<file path="src/hdl/timer_regs_pkg.sv">
//------------------------------------------------
// Timer register map
// Word addresses, bit positions and write masks
//------------------------------------------------
package timer_regs_pkg;

  localparam int TIMER_ADDR_W = 8;   // Word address width
  localparam int DATA_W       = 16;  // Bus and counter width
  localparam int CTL_W        = 10;  // Stored control register bits

  // Word addresses
  //------------------------------------------------
  typedef enum logic [TIMER_ADDR_W-1:0] {
    IV        = 8'h97,  // Interrupt vector
    CTL       = 8'hB0,  // Timer control
    CCTL_BASE = 8'hB1,  // Channel 0 control, channel n at +n
    TAR       = 8'hB8,  // Counter
    CCR_BASE  = 8'hB9   // Channel 0 compare, channel n at +n
  } reg_addr_e;

  // Control register fields
  //------------------------------------------------
  localparam int TAIFG_BIT    = 0;   // Overflow flag
  localparam int TAIE_BIT     = 1;   // Overflow interrupt enable
  localparam int TACLR_BIT    = 2;   // Clear strobe, not stored
  localparam int CTL_MC_LSB   = 4;   // Count mode, 2 bits
  localparam int CTL_ID_LSB   = 6;   // Input divider, 2 bits
  localparam int CTL_SSEL_LSB = 8;   // Clock source, 2 bits

  // Channel control register fields
  //------------------------------------------------
  localparam int CCIFG_BIT       = 0;  // Compare flag
  localparam int OUT_BIT         = 2;  // Output value for OM_OUTPUT
  localparam int CCIE_BIT        = 4;  // Compare interrupt enable
  localparam int CCTL_OUTMOD_LSB = 5;  // Output mode, 3 bits

  // Write masks
  //------------------------------------------------
  // Clear bit and reserved bits drop out
  localparam logic [CTL_W-1:0]  CTL_WR_MASK  = 10'h3F3;
  // Capture bits are gone, only compare bits stick
  localparam logic [DATA_W-1:0] CCTL_WR_MASK = 16'h00F5;

endpackage

</file>
<file path="src/hdl/timer_ctrl_pkg.sv">
//------------------------------------------------
// Timer control encodings
// Count mode, clock source, divider, output mode, IV
//------------------------------------------------
package timer_ctrl_pkg;

  // Count mode
  typedef enum logic [1:0] {
    MC_STOP   = 2'd0,  // Halted
    MC_UP     = 2'd1,  // 0 up to CCR0
    MC_CONT   = 2'd2,  // 0 up to FFFF
    MC_UPDOWN = 2'd3   // 0 up to CCR0 and back
  } mode_e;

  // Clock source select
  typedef enum logic [1:0] {
    SRC_TACLK = 2'd0,  // External, slow
    SRC_ACLK  = 2'd1,  // Enable from clock module
    SRC_SMCLK = 2'd2,  // Enable from clock module
    SRC_INCLK = 2'd3   // External, slow
  } clk_src_e;

  // Input divider
  typedef enum logic [1:0] {
    DIV_1 = 2'd0,
    DIV_2 = 2'd1,
    DIV_4 = 2'd2,
    DIV_8 = 2'd3
  } clk_div_e;

  //------------------------------------------------
  // Output modes, second event is the CCR0 match
  typedef enum logic [2:0] {
    OM_OUTPUT       = 3'd0,  // Follows OUT bit
    OM_SET          = 3'd1,
    OM_TOGGLE_RESET = 3'd2,
    OM_SET_RESET    = 3'd3,
    OM_TOGGLE       = 3'd4,
    OM_RESET        = 3'd5,
    OM_TOGGLE_SET   = 3'd6,
    OM_RESET_SET    = 3'd7
  } out_mode_e;

  // Interrupt vector codes, lower code wins
  typedef enum logic [3:0] {
    IV_NONE = 4'd0,
    IV_CC1  = 4'd2,
    IV_CC2  = 4'd4,
    IV_CC3  = 4'd6,   // Only with NUM_CC above 3
    IV_CC4  = 4'd8,   // Only with NUM_CC of 5
    IV_OVF  = 4'd10
  } iv_code_e;

endpackage

</file>
<file path="src/hdl/timer_reg_bank.sv">
//------------------------------------------------
// Timer register bank
// Decode, control and compare regs, flags, IV, readback
//------------------------------------------------
`timescale 1ns/1ps

module timer_reg_bank import timer_regs_pkg::*, timer_ctrl_pkg::*; #(
  parameter int NUM_CC = 3                         // Compare channels, 2 to 5
) (
  input  logic                    mclk,
  input  logic                    puc,
  input  logic [TIMER_ADDR_W-1:0] per_addr,
  input  logic [DATA_W-1:0]       per_din,
  input  logic                    per_en,
  input  logic [1:0]              per_wen,
  input  logic                    irq_ta0_acc,     // Channel 0 interrupt taken
  input  logic [DATA_W-1:0]       tar,
  input  logic                    tar_clk,
  input  logic                    ovf_set,
  input  logic [NUM_CC-1:0]       equ,
  output logic [DATA_W-1:0]       per_dout,
  output mode_e                   mode,
  output clk_src_e                clk_src,
  output clk_div_e                clk_div,
  output logic                    taclr,
  output logic                    tar_wr,
  output logic [DATA_W-1:0]       ccr [NUM_CC],
  output out_mode_e               out_mode [NUM_CC],
  output logic [NUM_CC-1:0]       out_bit,
  output logic                    irq_ta0,
  output logic                    irq_ta1
);

  logic              reg_write;
  logic              reg_read;
  logic              ctl_sel, tar_sel, iv_sel;
  logic [NUM_CC-1:0] cctl_sel, ccr_sel;
  logic              ctl_wr, iv_acc;
  logic [CTL_W-1:0]  ctl;
  logic [DATA_W-1:0] cctl [NUM_CC];
  logic [NUM_CC-1:0] ccifg_set, ccifg_clr, cc_pend;
  logic              taifg_clr;
  iv_code_e          iv;

  //------------------------------------------------
  // Address decode
  //------------------------------------------------
  assign reg_write = per_en & (|per_wen);
  assign reg_read  = per_en & ~(|per_wen);

  assign ctl_sel = (per_addr == CTL);
  assign tar_sel = (per_addr == TAR);
  assign iv_sel  = (per_addr == IV);

  assign ctl_wr  = reg_write & ctl_sel;
  assign tar_wr  = reg_write & tar_sel;
  assign taclr   = ctl_wr & per_din[TACLR_BIT];  // Strobe only
  assign iv_acc  = per_en & iv_sel;              // Read or write

  // Control register
  always_ff @(posedge mclk or posedge puc)
  begin
    if (puc)
      ctl <= '0;
    else
    begin
      if (ctl_wr)
        ctl <= per_din[CTL_W-1:0] & CTL_WR_MASK;
      if (ovf_set)
        ctl[TAIFG_BIT] <= 1'b1;                  // Event beats the write
      if (taifg_clr)
        ctl[TAIFG_BIT] <= 1'b0;                  // IV clear beats both
    end
  end

  assign mode    = mode_e'(ctl[CTL_MC_LSB +: 2]);
  assign clk_div = clk_div_e'(ctl[CTL_ID_LSB +: 2]);
  assign clk_src = clk_src_e'(ctl[CTL_SSEL_LSB +: 2]);

  //------------------------------------------------
  // Compare channels
  //------------------------------------------------
  for (genvar n = 0; n < NUM_CC; n++)
  begin : g_ch
    assign cctl_sel[n]  = (per_addr == TIMER_ADDR_W'(CCTL_BASE + n));
    assign ccr_sel[n]   = (per_addr == TIMER_ADDR_W'(CCR_BASE + n));
    assign ccifg_set[n] = tar_clk & equ[n];
    assign cc_pend[n]   = cctl[n][CCIFG_BIT] & cctl[n][CCIE_BIT];

    always_ff @(posedge mclk or posedge puc)
    begin
      if (puc)
      begin
        cctl[n] <= '0;
        ccr[n]  <= '0;
      end
      else
      begin
        if (reg_write & cctl_sel[n])
          cctl[n] <= per_din & CCTL_WR_MASK;
        if (ccifg_set[n])
          cctl[n][CCIFG_BIT] <= 1'b1;
        if (ccifg_clr[n])
          cctl[n][CCIFG_BIT] <= 1'b0;
        if (reg_write & ccr_sel[n])
          ccr[n] <= per_din;
      end
    end

    assign out_mode[n] = out_mode_e'(cctl[n][CCTL_OUTMOD_LSB +: 3]);
    assign out_bit[n]  = cctl[n][OUT_BIT];
  end

  //------------------------------------------------
  // Interrupt vector, channel 1 highest
  //------------------------------------------------
  always_comb
  begin
    iv = (ctl[TAIFG_BIT] & ctl[TAIE_BIT]) ? IV_OVF : IV_NONE;
    for (int n = NUM_CC - 1; n >= 1; n--)
      if (cc_pend[n])
        iv = iv_code_e'(4'(2 * n));              // Lower channel overrides
  end

  always_comb
  begin
    ccifg_clr[0] = irq_ta0_acc;                  // Channel 0 has its own vector
    for (int n = 1; n < NUM_CC; n++)
      ccifg_clr[n] = iv_acc & (iv == iv_code_e'(4'(2 * n)));
  end

  assign taifg_clr = iv_acc & (iv == IV_OVF);

  assign irq_ta0 = cc_pend[0];
  assign irq_ta1 = (|cc_pend[NUM_CC-1:1]) | (ctl[TAIFG_BIT] & ctl[TAIE_BIT]);

  // Readback mux, zero outside a read
  always_comb
  begin
    per_dout = '0;
    if (reg_read)
    begin
      if (ctl_sel) per_dout = {{(DATA_W - CTL_W){1'b0}}, ctl};
      if (tar_sel) per_dout = tar;
      if (iv_sel)  per_dout = {{(DATA_W - 4){1'b0}}, iv};
      for (int n = 0; n < NUM_CC; n++)
      begin
        if (cctl_sel[n]) per_dout = cctl[n];     // Capture bits read as zero
        if (ccr_sel[n])  per_dout = ccr[n];
      end
    end
  end

endmodule

</file>
<file path="src/hdl/timer_clock_gen.sv">
//------------------------------------------------
// Timer clock generator
// Source select and input divider, makes tar_clk
//------------------------------------------------
`timescale 1ns/1ps

module timer_clock_gen import timer_ctrl_pkg::*; (
  input  logic     mclk,
  input  logic     puc,
  input  logic     taclk,      // Slow external clock
  input  logic     inclk,      // Slow external clock
  input  logic     aclk_en,
  input  logic     smclk_en,
  input  clk_src_e clk_src,
  input  clk_div_e clk_div,
  input  mode_e    mode,
  input  logic     taclr,
  output logic     tar_clk     // One mclk per counter step
);

  logic [2:0] taclk_s, inclk_s;
  logic       taclk_en, inclk_en;
  logic       sel_pulse;
  logic       run;
  logic       div_hit;
  logic [2:0] div_cnt;

  //------------------------------------------------
  // Synchronizers with rising edge detect
  always_ff @(posedge mclk or posedge puc)
  begin
    if (puc)
    begin
      taclk_s <= '0;
      inclk_s <= '0;
    end
    else
    begin
      taclk_s <= {taclk_s[1:0], taclk};
      inclk_s <= {inclk_s[1:0], inclk};
    end
  end

  assign taclk_en = taclk_s[1] & ~taclk_s[2];
  assign inclk_en = inclk_s[1] & ~inclk_s[2];

  // Source mux
  always_comb
  begin
    unique case (clk_src)
      SRC_TACLK: sel_pulse = taclk_en;
      SRC_ACLK:  sel_pulse = aclk_en;
      SRC_SMCLK: sel_pulse = smclk_en;
      default:   sel_pulse = inclk_en;
    endcase
  end

  //------------------------------------------------
  // Divider, counts source pulses while running
  always_comb
  begin
    unique case (clk_div)
      DIV_1:   div_hit = 1'b1;
      DIV_2:   div_hit = div_cnt[0];
      DIV_4:   div_hit = &div_cnt[1:0];
      default: div_hit = &div_cnt;
    endcase
  end

  assign run     = (mode != MC_STOP);
  assign tar_clk = run & sel_pulse & div_hit;

  always_ff @(posedge mclk or posedge puc)
  begin
    if (puc)
      div_cnt <= '0;
    else if (tar_clk | taclr)
      div_cnt <= '0;                 // Restart on each output pulse
    else if (run & sel_pulse)
      div_cnt <= div_cnt + 3'd1;
  end

endmodule

</file>
<file path="src/hdl/timer_counter.sv">
//------------------------------------------------
// Timer counter
// TAR register, up/down direction, overflow detect
//------------------------------------------------
`timescale 1ns/1ps

module timer_counter import timer_regs_pkg::*, timer_ctrl_pkg::*; (
  input  logic              mclk,
  input  logic              puc,
  input  logic              tar_clk,
  input  logic              dbg_freeze,  // Debug halt of the counter
  input  mode_e             mode,
  input  logic [DATA_W-1:0] ccr0,        // Period in up and up/down modes
  input  logic              taclr,
  input  logic              tar_wr,
  input  logic [DATA_W-1:0] wr_data,
  output logic [DATA_W-1:0] tar,
  output logic [DATA_W-1:0] tar_nxt,
  output logic              ovf_set
);

  logic tar_dir;   // High while counting down
  logic tar_dec;
  logic at_top;

  assign at_top  = (tar >= ccr0);
  assign tar_dec = tar_dir | ((mode == MC_UPDOWN) & at_top);

  //------------------------------------------------
  // Next counter value per mode
  always_comb
  begin
    unique case (mode)
      MC_STOP:
        tar_nxt = tar;
      MC_UP:
        tar_nxt = at_top ? '0 : tar + 1'b1;
      MC_CONT:
        tar_nxt = tar + 1'b1;        // Natural wrap after FFFF
      default:
        if (ccr0 == '0)
          tar_nxt = '0;              // Zero period holds at 0
        else if (tar_dec)
          tar_nxt = tar - 1'b1;
        else
          tar_nxt = tar + 1'b1;
    endcase
  end

  // Up/down direction
  always_ff @(posedge mclk or posedge puc)
  begin
    if (puc)
      tar_dir <= 1'b0;
    else if (taclr)
      tar_dir <= 1'b0;
    else if (mode != MC_UPDOWN)
      tar_dir <= 1'b0;
    else if (tar_clk & (tar == 16'h0001))
      tar_dir <= 1'b0;               // Turn around at the bottom
    else if (at_top)
      tar_dir <= 1'b1;               // Turn around at CCR0
  end

  //------------------------------------------------
  // Counter register, write beats clear beats count
  always_ff @(posedge mclk or posedge puc)
  begin
    if (puc)
      tar <= '0;
    else if (tar_wr)
      tar <= wr_data;
    else if (taclr)
      tar <= '0;
    else if (tar_clk & ~dbg_freeze)
      tar <= tar_nxt;
  end

  // Wrap event for TAIFG
  always_comb
  begin
    unique case (mode)
      MC_UP:     ovf_set = (tar == ccr0);
      MC_CONT:   ovf_set = (tar == 16'hFFFF);
      MC_UPDOWN: ovf_set = (tar_nxt == '0) & tar_dec;
      default:   ovf_set = 1'b0;
    endcase
    ovf_set = ovf_set & tar_clk & ~dbg_freeze;
  end

endmodule

</file>
<file path="src/hdl/timer_compare_unit.sv">
//------------------------------------------------
// Compare channel
// Equal detect and output mode flip-flop
//------------------------------------------------
`timescale 1ns/1ps

module timer_compare_unit import timer_regs_pkg::*, timer_ctrl_pkg::*; (
  input  logic              mclk,
  input  logic              puc,
  input  logic [DATA_W-1:0] tar,
  input  logic [DATA_W-1:0] tar_nxt,
  input  logic [DATA_W-1:0] ccr,
  input  logic              tar_clk,
  input  logic              taclr,
  input  out_mode_e         out_mode,
  input  logic              out_bit,     // Level for OM_OUTPUT
  input  logic              period_equ,  // Channel 0 match
  output logic              equ,
  output logic              ta_out
);

  logic out_nxt;

  // Match on the step into ccr, once per pass
  assign equ = (tar_nxt == ccr) & (tar != ccr);

  //------------------------------------------------
  // Output mode decode, own match has priority
  always_comb
  begin
    out_nxt = ta_out;
    unique case (out_mode)
      OM_OUTPUT:       out_nxt = out_bit;
      OM_SET:          if (equ) out_nxt = 1'b1;
      OM_TOGGLE_RESET: out_nxt = equ ? ~ta_out : (period_equ ? 1'b0 : ta_out);
      OM_SET_RESET:    out_nxt = equ ? 1'b1    : (period_equ ? 1'b0 : ta_out);
      OM_TOGGLE:       if (equ) out_nxt = ~ta_out;
      OM_RESET:        if (equ) out_nxt = 1'b0;
      OM_TOGGLE_SET:   out_nxt = equ ? ~ta_out : (period_equ ? 1'b1 : ta_out);
      default:         out_nxt = equ ? 1'b0    : (period_equ ? 1'b1 : ta_out);
    endcase
  end

  always_ff @(posedge mclk or posedge puc)
  begin
    if (puc)
      ta_out <= 1'b0;
    else if ((out_mode == OM_SET) & taclr)
      ta_out <= 1'b0;                // Clear rearms set mode
    else if (tar_clk)
      ta_out <= out_nxt;
  end

endmodule

</file>
<file path="src/hdl/timer_a.sv">
//------------------------------------------------
// Timer A top level
// Register bank, clock gen, counter, compare units
//------------------------------------------------
`timescale 1ns/1ps

module timer_a import timer_regs_pkg::*, timer_ctrl_pkg::*; #(
  parameter int NUM_CC = 3                         // Compare channels, 2 to 5
) (
  input  logic                    mclk,
  input  logic                    puc,
  input  logic [TIMER_ADDR_W-1:0] per_addr,
  input  logic [DATA_W-1:0]       per_din,
  input  logic                    per_en,
  input  logic [1:0]              per_wen,
  output logic [DATA_W-1:0]       per_dout,
  input  logic                    aclk_en,
  input  logic                    smclk_en,
  input  logic                    taclk,
  input  logic                    inclk,
  input  logic                    dbg_freeze,
  input  logic                    irq_ta0_acc,
  output logic                    irq_ta0,         // CCR0 interrupt
  output logic                    irq_ta1,         // IV interrupt
  output logic [NUM_CC-1:0]       ta_out
);

  mode_e             mode;
  clk_src_e          clk_src;
  clk_div_e          clk_div;
  logic              taclr, tar_wr, tar_clk, ovf_set;
  logic [DATA_W-1:0] tar, tar_nxt;
  logic [DATA_W-1:0] ccr [NUM_CC];
  out_mode_e         out_mode [NUM_CC];
  logic [NUM_CC-1:0] out_bit, equ;

  timer_reg_bank #(.NUM_CC(NUM_CC)) u_reg_bank (
    .mclk, .puc, .per_addr, .per_din, .per_en, .per_wen, .irq_ta0_acc,
    .tar, .tar_clk, .ovf_set, .equ,
    .per_dout, .mode, .clk_src, .clk_div, .taclr, .tar_wr,
    .ccr, .out_mode, .out_bit, .irq_ta0, .irq_ta1
  );

  timer_clock_gen u_clock_gen (
    .mclk, .puc, .taclk, .inclk, .aclk_en, .smclk_en,
    .clk_src, .clk_div, .mode, .taclr, .tar_clk
  );

  timer_counter u_counter (
    .mclk, .puc, .tar_clk, .dbg_freeze, .mode,
    .ccr0    (ccr[0]),                             // Period register
    .taclr, .tar_wr,
    .wr_data (per_din),
    .tar, .tar_nxt, .ovf_set
  );

  //------------------------------------------------
  // One compare unit per channel
  for (genvar n = 0; n < NUM_CC; n++)
  begin : g_cc
    timer_compare_unit u_compare (
      .mclk, .puc, .tar, .tar_nxt,
      .ccr        (ccr[n]),
      .tar_clk, .taclr,
      .out_mode   (out_mode[n]),
      .out_bit    (out_bit[n]),
      .period_equ (equ[0]),                        // Reset/set second event
      .equ        (equ[n]),
      .ta_out     (ta_out[n])
    );
  end

endmodule

</file>
<file path="config.mk">
export PLATFORM = sky130hd
export DESIGN_NAME = timer_a
export DESIGN_NICKNAME = d
export VERILOG_FILES = /design/src/hdl/timer_regs_pkg.sv /design/src/hdl/timer_ctrl_pkg.sv /design/src/hdl/timer_reg_bank.sv /design/src/hdl/timer_clock_gen.sv /design/src/hdl/timer_counter.sv /design/src/hdl/timer_compare_unit.sv /design/src/hdl/timer_a.sv
export SDC_FILE = /design/constraint.sdc
export NUM_CORES = 1
export LEC_CHECK = 0
export BUFFER_PORTS_ARGS = -buffer_cell sky130_fd_sc_hd__buf_2
export CAP_MARGIN = 25
export CORE_ASPECT_RATIO = 1.75
export CORE_MARGIN = 8
export CORE_UTILIZATION = 45
export DETAILED_ROUTE_END_ITERATION = 10
export PLACE_DENSITY_LB_ADDON = 0.08
export SYNTH_ARGS = -nofsm -noshare
export SYNTH_HDL_FRONTEND = slang
export SYNTH_SLANG_ARGS = --single-unit
</file>
<file path="constraint.sdc">
create_clock -name mclk -period 7.85 [get_ports mclk]
set_clock_uncertainty 0.1 [all_clocks]
set_input_delay 1.57 -clock mclk [delete_from_list [all_inputs] [get_ports mclk]]
set_output_delay 1.57 -clock mclk [all_outputs]
set_load 0.02 [all_outputs]
</file>
==> impl_metrics.toml, run 1 <==
[clock_network]
cts_inserted_buffers = 9
htreeDepth = 3
postCtsHoldBufs = 0
cts_tree = "built"
cts_resized = 0
root_buffer = "clkbuf_16"
postCtsSetupRepairBufs = 0
insertion_delay_ps = 360
cts.reportedPaths.clkPinSlew_ps = 70
clkSinkCount = 103
ctsLongestPathBuffers = 2

[synth]
synth_warnings = 0
ys_types = 86
synthAdderAreaFrac = 0.0328
syn_nets = 1003
syn_area_um2 = 8320
synth_flop_cell = "dfrtp_1"
synth.area.mux_share = 0.120
synth.area.top_cells = "dfrtp_1 31%, mux2_2 9.3%, xnor2_1 7.1%, a21oi_1 4.0%, nor2_1 3.6%"
avgSynthCellArea_um2 = 8.79
synth-simple-area-share = 0.209
async_flop_share = 1.00
yosysTopAreaCell = "dfrtp_1"
synth_top_family_by_area = "simple AND/OR/NAND/NOR gates"
yosys-top-cells-count = "103 x dfrtp_1, 80 x nor2_1, 69 x mux2_2, 67 x xnor2_1, 66 x a21oi_1"
yosysSeqAreaShare = 0.310
yosysMostFrequentCell = "dfrtp_1"
synth-xor-area-share = 0.0979
synth_top_area_share = 0.310
yosys_register_bits = 103
synth_compound_area_frac = 0.184
synth-edff-count = 0
postSynthCellCount = 947

[timing]
tightest_slew_ps = 1080
slew_violations = 0
finalHoldViolCount = 0
rsz0062_at_grt = "false"
setup-violations-final = 0
period_minus_slack_ps = 5820
finalCritPeriodShare = 0.742
slew_headroom = 0.282
max_freq_ghz = 0.172
fin_setup_tns_ps = 0

[drt]
drtIter0Drc = 677
viasPerCell = 6.43
vias = 7793
drc = 0
antenna_left = 0
totalWireLength_mm = 33.2
dr.pass1.iters = 5
wl_per_cell_um = 27.4

[placement]
gp_congestion = 0.977
dpl_cell_area_um2 = 8750
dp_hpwl_mm = 25.2
port_buffers = 55

[final_layout]
post-route-cell-area_um2 = 9040
fillers = 1894
synthToLayoutAreaGrowth_pct = 8.58
drive_above_1_share = 0.195
ff_latch_area_um2 = 2580
antenna_cells = 0
multi_input_area_um2 = 5370
layout.nets = 1025

[setup_path]
cp_max_fo = 10
critPathKind = "in -> out"
critPathCaptureType = "primary output"
critPathLaunchType = "input pin"
cp.arrival_ps = 4150
required_ps = 6180

[pwr]
p_leak_nw = 3.81
ir_drop_uv = 140
cellPowerDensity_nw_per_um2 = 251

[die]
rows = 66
start_util = 0.454
dieArea_um2 = 23300
core-area_um2 = 18300
die_w_um = 119
pin_count = 56
die_h_um = 196

[global_routing]
grt_usage = 0.286
antenna_found_initial = 0
grt_pass1_wl_mm = 49.8
grt_pass1_vias = 7962
grt_overflow = 0
grt_max_degree = 65

[job]
cap_violations = 0

[run_status]
status = "complete, no violations"

[hold_path]
hold_path_class = "reg -> reg"
flip-flops by register name (all words and copies together) (netlist names):
signal	cells
u_reg_bank.ccr	48
u_counter.tar	16
u_reg_bank.out_mode	9
u_reg_bank.ctl	8
u_reg_bank.cctl	6
g_cc.u_compare.ta_out	3
u_clock_gen.div_cnt	3
u_clock_gen.inclk_s	3
u_clock_gen.taclk_s	3
u_reg_bank.out_bit	3
u_counter.tar_dir	1
per-stage QoR:
stage               hold WS (ps)  utilization  instances  setup slack, ps  total power [W]
detailed placement           240        0.477       1195             2120          0.00180
global route                 258        0.493       1212             1850          0.00238
finish                       254        0.493       1212             2030          0.00226
CTS                          256        0.493       1211             2100          0.00225
global placement             233        0.477       1195             2220          0.00181
floorplan                    231            -        947             2680          0.00148
path summary, 6_finish.rpt:
| kind | start | endpoint | slack, ps | cells after the start |
|---|---|---|---|---|
| max | per_addr[6] | per_dout[3] | 2030 | 8 |
| max reg2reg | u_counter.tar[0]$_DFFE_PP0P_ | g_cc[1].u_compare.ta_out$_DFFE_PP0P_ | 2500 | 15 |
| min reg2reg | u_clock_gen.inclk_s[0]$_DFF_PP0_ | u_clock_gen.inclk_s[1]$_DFF_PP0_ | 250 | 0 |
| min in group asynchronous | puc | u_reg_bank.ccr[14]$_DFFE_PP0P_ | 1150 | 2 |
| min | u_clock_gen.inclk_s[0]$_DFF_PP0_ | u_clock_gen.inclk_s[1]$_DFF_PP0_ | 250 | 0 |
| max in group asynchronous | puc | u_reg_bank.cctl[36]$_DFFE_PP0P_ | 5200 | 3 |
worst max-delay path: stages:
cell	delay, ps
buf_2	90
nand3b_1	160
nor3b_1	810
and3_1	390
and2_1	490
a22oi_1	170
a21oi_1	240
buf_2	220
power by group:
| part | total [W] | leakage [nW] | internal (W) | switching, W |
|---|---|---|---|---|
| Clock | 0.000438 | 0.133 | 0.000226 | 0.000212 |
| Combinational | 0.00108 | 2.28 | 0.000410 | 0.000669 |
| Sequential | 0.000747 | 1.40 | 0.000579 | 0.000168 |
| Total | 0.00226 | 3.81 | 0.00122 | 0.00105 |
layout make-up:
cell class | instances | share of cell area
Tap cell | 238 | 0.0330
Multi-Input combinational cell | 754 | 0.594
Clock inverter | 4 | 0.00332
Timing Repair Buffer | 72 | 0.0446
Sequential cell | 103 | 0.285
Clock buffer | 12 | 0.0273
Inverter | 29 | 0.0123
cell usage in the layout, fill, tap and decap left out, drive strengths merged, types with 7 or more instances in the layout:
cell type / netlist / final
a22oi: 21 / 21
xor2: 26 / 26
a211oi: 13 / 13
ha: 21 / 21
nand2b: 12 / 12
mux2: 69 / 69
dfrtp: 103 / 103
nand2: 64 / 64
and3: 11 / 11
nand3: 25 / 25
and4: 9 / 9
or3: 7 / 7
buf: 25 / 71
clkbuf: 36 / 13
nor4: 23 / 23
a21oi: 67 / 67
and2: 15 / 15
o211ai: 7 / 7
xnor2: 67 / 67
o22ai: 7 / 7
mux2i: 20 / 20
nor3: 26 / 26
inv: 28 / 29
nor2: 82 / 82
a31oi: 20 / 20
nor2b: 11 / 11
nand4: 22 / 22
o21ai: 40 / 40
metal layers:
layer  GRT usage  up-vias  share of wire
li1            -     3515              -
met1       0.293     3832           0.36
met2       0.511      303           0.51
met3      0.0374      143          0.043
met4       0.228        0          0.087
met5           0        -              0
cells by family after synthesis:
logic type,after synthesis
muxes,90
and+or+nand+nor,329
xor gates and xnor gates,93
buffers and inverters,90
DFF,103
adders and majority gates,22
AOI/OAI and AO/OA,220
Note: power is estimated with default switching activity, not from simulation.
==> inputs of run 2 (changes only) <==
- ABC_AREA: default -> 1
- clock period: 7.85 -> 5.7 ns (I/O delays scaled with it)
==> run 2 against run 1 <==
Against the previous run:
- non-clock buffer count down 1
- global-route usage up 4.0 points
- cell area up 2.9%
- worst hold slack worse by 3.8 ps
- clock power up 58%
- sequential cell count unchanged
- register-to-register slack worse by 970 ps
- power up 78%
- utilization up 0.98 points
- sequential power up 43%
- critical path type unchanged
- critical endpoint is now per_dout[7]
==> impl_metrics.toml, run 2 <==
[timing]
fin_ws_ps = 629
finalHoldViolCount = 0
max_freq_ghz = 0.197
fin_setup_tns_ps = 0
tightest_slew_ps = 1010
setup-violations-final = 0
rsz0062_at_grt = "false"
hold_ws_ps = 250
finalCritPeriodShare = 0.890
slew_headroom = 0.328
slew_violations = 0
period_minus_slack_ps = 5070

[synth]
syn_nets = 1389
yosysSeqAreaShare = 0.304
yosys_register_bits = 103
yosysTopAreaCell = "dfrtp_1"
synth_top_area_share = 0.304
postSynthCellCount = 1333
synth_warnings = 0
async_flop_share = 1.00
yosysMostFrequentCell = "nand2_1"
synth-edff-count = 0
syn_area_um2 = 8480
synth.area.top_cells = "dfrtp_1 30%, nand2_1 18%, inv_1 7.7%, o21ai_0 6.9%, nor2_1 5.8%"
yosys-top-cells-count = "398 x nand2_1, 175 x inv_1, 131 x nor2_1, 117 x o21ai_0, 103 x dfrtp_1"
avgSynthCellArea_um2 = 6.36
ys_types = 44
synth_flop_cell = "dfrtp_1"

[global_routing]
grt_max_degree = 64
grt_pass1_vias = 9087
grt_pass1_wl_mm = 56.5
antenna_found_initial = 0
grt_usage = 0.326
grt_overflow = 0

[setup_path]
reg2reg_depth = 20
critPathCaptureType = "primary output"
cp.arrival_ps = 3830
cpMostUsedCell = "inv_1"
critPathKind = "in -> out"
crit_path_max_incr_delay_ps = 550
path_cells = "buf_2, nor2_1, inv_1, nor3_1, nand2_1, nor2_1, inv_1, o21ai_0, o221ai_1, inv_1, buf_2"
critPathLaunchType = "input pin"
crit_slowest_cell = "nor2_1"
required_ps = 4460
cp_max_fo = 17

[final_layout]
mostFrequentLayoutCells = "398 x nand2_1, 174 x inv_1, 131 x nor2_1, 117 x o21ai_0, 103 x dfrtp_1"
synthToLayoutAreaGrowth_pct = 9.70
drive_above_1_share = 0.100
fillers = 2033
final_common_cell = "nand2_1"
postLayoutCoreUtil = 0.503
layout.nets = 1428
post-route-cell-area_um2 = 9300
largest-register = "u_reg_bank.ccr"
largest_register_ffs = 48
antenna_cells = 0

[job]
cap_violations = 0

[die]
die_h_um = 198
rows = 66
core-area_um2 = 18500
pin_count = 56
dieArea_um2 = 23700
die_w_um = 120
start_util = 0.458

[drt]
vias = 9234
wl_per_cell_um = 23.6
antenna_left = 0
drc = 0
totalWireLength_mm = 38.1
drtIter0Drc = 816
viasPerCell = 5.72
dr.pass1.iters = 6

[clock_network]
cts.reportedPaths.clkPinSlew_ps = 70
postCtsHoldBufs = 0
ctsLongestPathBuffers = 2
insertion_delay_ps = 360
cts_tree = "built"
clkSinkCount = 103
root_buffer = "clkbuf_16"
htreeDepth = 3
postCtsSetupRepairBufs = 0
cts_resized = 0
cts_inserted_buffers = 9

[placement]
pre_cts_slack_ps = 770
port_buffers = 55
dpl_cell_area_um2 = 8960
gp_congestion = 1.03
dp_hpwl_mm = 31.1

[pwr]
cellPowerDensity_nw_per_um2 = 433
ir_drop_uv = 237
p_leak_nw = 4.64

[hold_path]
holdPathStages = 0
hold_path_class = "reg -> reg"

[run_status]
status = "complete, no violations"
==> run 2: area by class of cell <==
type,count,area (um^2),area share
Clock buffer,12,246,0.0265
Clock inverter,4,77.6,0.00834
Inverter,187,704,0.0757
Multi-Input combinational cell,1000,4970,0.535
Sequential cell,103,2580,0.277
Tap cell,238,298,0.0320
Timing Repair Buffer,71,423,0.0455
==> run 2: report_power, final <==
group	switching (W)	total, W	internal [W]
registers	0.000242	0.00107	0.000828
logic	0.00160	0.00227	0.000665
clock network	0.000289	0.000690	0.000400
==> run 2: critical path, delay by kind of cell <==
kind / cells / cell delay [ps]
AND/OR/NAND/NOR: 4 / 1310
buffers and inverters: 5 / 880
AO/OA/AOI/OAI: 2 / 490
==> run 2: logic make-up after synthesis <==
group | Yosys count | share of synthesized area
flip-flops | 103 | 0.304
XOR/XNOR | 37 | 0.0382
AND/OR/NAND/NOR | 713 | 0.362
AO/OA/AOI/OAI | 229 | 0.155
adder cells (fa/ha/maj) | 21 | 0.0310
buffers and inverters | 230 | 0.109
==> run 2: final timing paths <==
path / from / to / slack [ps]
hold / removal: u_clock_gen.taclk_s[0]$_DFF_PP0_ / u_clock_gen.taclk_s[1]$_DFF_PP0_ / 250
min in group asynchronous: puc / g_cc[1].u_compare.ta_out$_DFFE_PP0P_ / 850
setup reg to reg: u_counter.tar[0]$_DFFE_PP0P_ / g_cc[0].u_compare.ta_out$_DFFE_PP0P_ / 1530
max in group asynchronous: puc / u_reg_bank.ctl[1]$_DFFE_PP0P_ / 3580
setup / recovery: per_addr[6] / per_dout[7] / 630
hold reg to reg: u_clock_gen.taclk_s[0]$_DFF_PP0_ / u_clock_gen.taclk_s[1]$_DFF_PP0_ / 250
==> run 2: per-layer routing <==
| layer | track usage | vias to the layer above | wire length [um] |
|---|---|---|---|
| met2 | 0.570 | 410 | 18900 |
| met1 | 0.331 | 4271 | 13300 |
| li1 | - | 4394 | - |
| met3 | 0.0418 | 159 | 1980 |
| met5 | 0 | - | 0 |
| met4 | 0.296 | 0 | 3880 |
==> run 2: through the flow <==
step                      std cells  power [W]
after floorplan                1333    0.00254
after global placement         1597    0.00330
after detailed placement       1598    0.00329
after CTS                      1614    0.00398
after global routing           1615    0.00427
final                          1615    0.00403
==> inputs of run 3 (changes only) <==
--- a/config.mk
+++ b/config.mk
@@ -7,3 +7,3 @@
 export LEC_CHECK = 0
-export ABC_AREA = 1
+export ABC_AREA = 0
 export BUFFER_PORTS_ARGS = -buffer_cell sky130_fd_sc_hd__buf_2
--- a/constraint.sdc
+++ b/constraint.sdc
@@ -4,2 +4,2 @@
 set_output_delay 1.14 -clock mclk [all_outputs]
-set_load 0.02 [all_outputs]
+set_load 0.01 [all_outputs]
==> run 3 against run 2 <==
Against the previous run:
- sequential cell count unchanged
- via count decreased by 13%
- critical path depth is 1 higher
- worst hold slack hardly changed
- setup slack improved by 75 ps
- power fell by 19%
- cell area fell by 0.98%
- first-iteration DRC count is 6.1% lower
- non-clock buffer count rose by 21
- fmax is 1.5% higher
- largest power group unchanged
==> impl_metrics.toml, run 3 (same netlist as run 1, synthesis figures left out) <==
[final_layout]
postLayoutCoreUtil = 0.502
drive_above_1_share = 0.211
mostFrequentLayoutCells = "103 x dfrtp_1, 80 x nor2_1, 69 x mux2_2, 67 x xnor2_1, 66 x a21oi_1"
antenna_cells = 0
ff_latch_area_um2 = 2580
fillers = 1818
final_common_cell = "dfrtp_1"
synthToLayoutAreaGrowth_pct = 10.6
largest_register_ffs = 48
layout.nets = 1045
largest-register = "u_reg_bank.ccr"
multi_input_area_um2 = 5370

[clock_network]
cts_resized = 0
cts_inserted_buffers = 9
postCtsSetupRepairBufs = 0
cts.reportedPaths.clkPinSlew_ps = 70
insertion_delay_ps = 360
ctsLongestPathBuffers = 2
htreeDepth = 3
clkSinkCount = 103
postCtsHoldBufs = 0
cts_tree = "built"
root_buffer = "clkbuf_16"

[global_routing]
grt_max_degree = 66
grt_overflow = 0
antenna_found_initial = 0
grt_pass1_vias = 8062
grt_usage = 0.314
grt_pass1_wl_mm = 53.8

[timing]
period_minus_slack_ps = 5000
setup-violations-final = 0
slew_headroom = 0.267
finalCritPeriodShare = 0.876
max_freq_ghz = 0.200
tightest_slew_ps = 1090
rsz0062_at_grt = "false"
slew_violations = 0
finalHoldViolCount = 0
fin_setup_tns_ps = 0

[drt]
wl_met3_mm = 1.58
dr_wl_met2_mm = 19.0
viasPerCell = 6.49
vias = 7992
totalWireLength_mm = 36.4
dr.pass1.iters = 9
wl_per_cell_um = 29.6
antenna_left = 0
m1WireLength_mm = 12.7
top_layer = "met4"
drc = 0
drtIter0Drc = 766

[setup_path]
critPathKind = "reg -> reg"
reg2reg_depth = 12
critPathCaptureType = "flop"
cp.arrival_ps = 5150
cp_max_fo = 10
critPathLaunchType = "flop"
required_ps = 5850

[hold_path]
holdPathStages = 0
hold_path_class = "reg -> reg"

[placement]
dp_hpwl_mm = 28.1
gp_congestion = 1.00
port_buffers = 55

[die]
start_util = 0.454
pin_count = 56
die_w_um = 119
rows = 66
core-area_um2 = 18300
dieArea_um2 = 23300
die_h_um = 196

[pwr]
cellPowerDensity_nw_per_um2 = 355
p_leak_nw = 3.91
total_power_w = 0.00327
ir_drop_uv = 251

[run_status]
status = "complete, no violations"

[job]
cap_violations = 0
run 3: where the power goes:
group | switching, W | internal, W | total (W)
combinational | 0.00106 | 0.000601 | 0.00166
sequential | 0.000161 | 0.000799 | 0.000960
clock | 0.000301 | 0.000347 | 0.000647
run 3: critical path: stages (launching register included):
cell and delay [ps]:
dfrtp_1 480, nor4_1 960, and4_1 660, nand2b_1 360
nor2_1 130, o21ai_0 150, and3_1 400, xnor2_1 200
o2111ai_1 170, nor4b_2 280, nand3_1 340, or3_1 420
a41o_1 230
run 3: final timing paths:
check | startpoint | end | slack [ps]
hold / removal | u_clock_gen.inclk_s[0]$_DFF_PP0_ | u_clock_gen.inclk_s[1]$_DFF_PP0_ | 250
min in group asynchronous | puc | u_clock_gen.taclk_s[0]$_DFF_PP0_ | 840
setup / recovery | u_reg_bank.ccr[40]$_DFFE_PP0P_ | g_cc[1].u_compare.ta_out$_DFFE_PP0P_ | 700
setup reg to reg | u_reg_bank.ccr[40]$_DFFE_PP0P_ | g_cc[1].u_compare.ta_out$_DFFE_PP0P_ | 700
max in group asynchronous | puc | u_reg_bank.ccr[0]$_DFFE_PP0P_ | 3600
hold reg to reg | u_clock_gen.inclk_s[0]$_DFF_PP0_ | u_clock_gen.inclk_s[1]$_DFF_PP0_ | 250
run 3: per-layer routing:
| metal | track usage | vias up |
|---|---|---|
| li1 | - | 3555 |
| met1 | 0.323 | 3901 |
| met2 | 0.570 | 379 |
| met3 | 0.0345 | 157 |
| met4 | 0.240 | 0 |
| met5 | 0 | - |
run 3: final cells by class:
cell class,count,share of cell area
Clock buffer,11,0.0253
Clock inverter,5,0.00693
Inverter,29,0.0121
Multi-Input combinational cell,754,0.583
Sequential cell,103,0.280
Tap cell,238,0.0323
Timing Repair Buffer,92,0.0602
run 3: through the flow:
| step | instance area [um^2] | std cells | setup WS, ps | hold slack (ps) |
|---|---|---|---|---|
| floorplan | 8320 | 947 | 1530 | 231 |
| global placement | 8900 | 1214 | 884 | 233 |
| detailed placement | 8900 | 1214 | 819 | 235 |
| CTS | 9190 | 1230 | 809 | 251 |
| global route | 9210 | 1232 | 366 | 253 |
| finish | 9210 | 1232 | 704 | 249 |
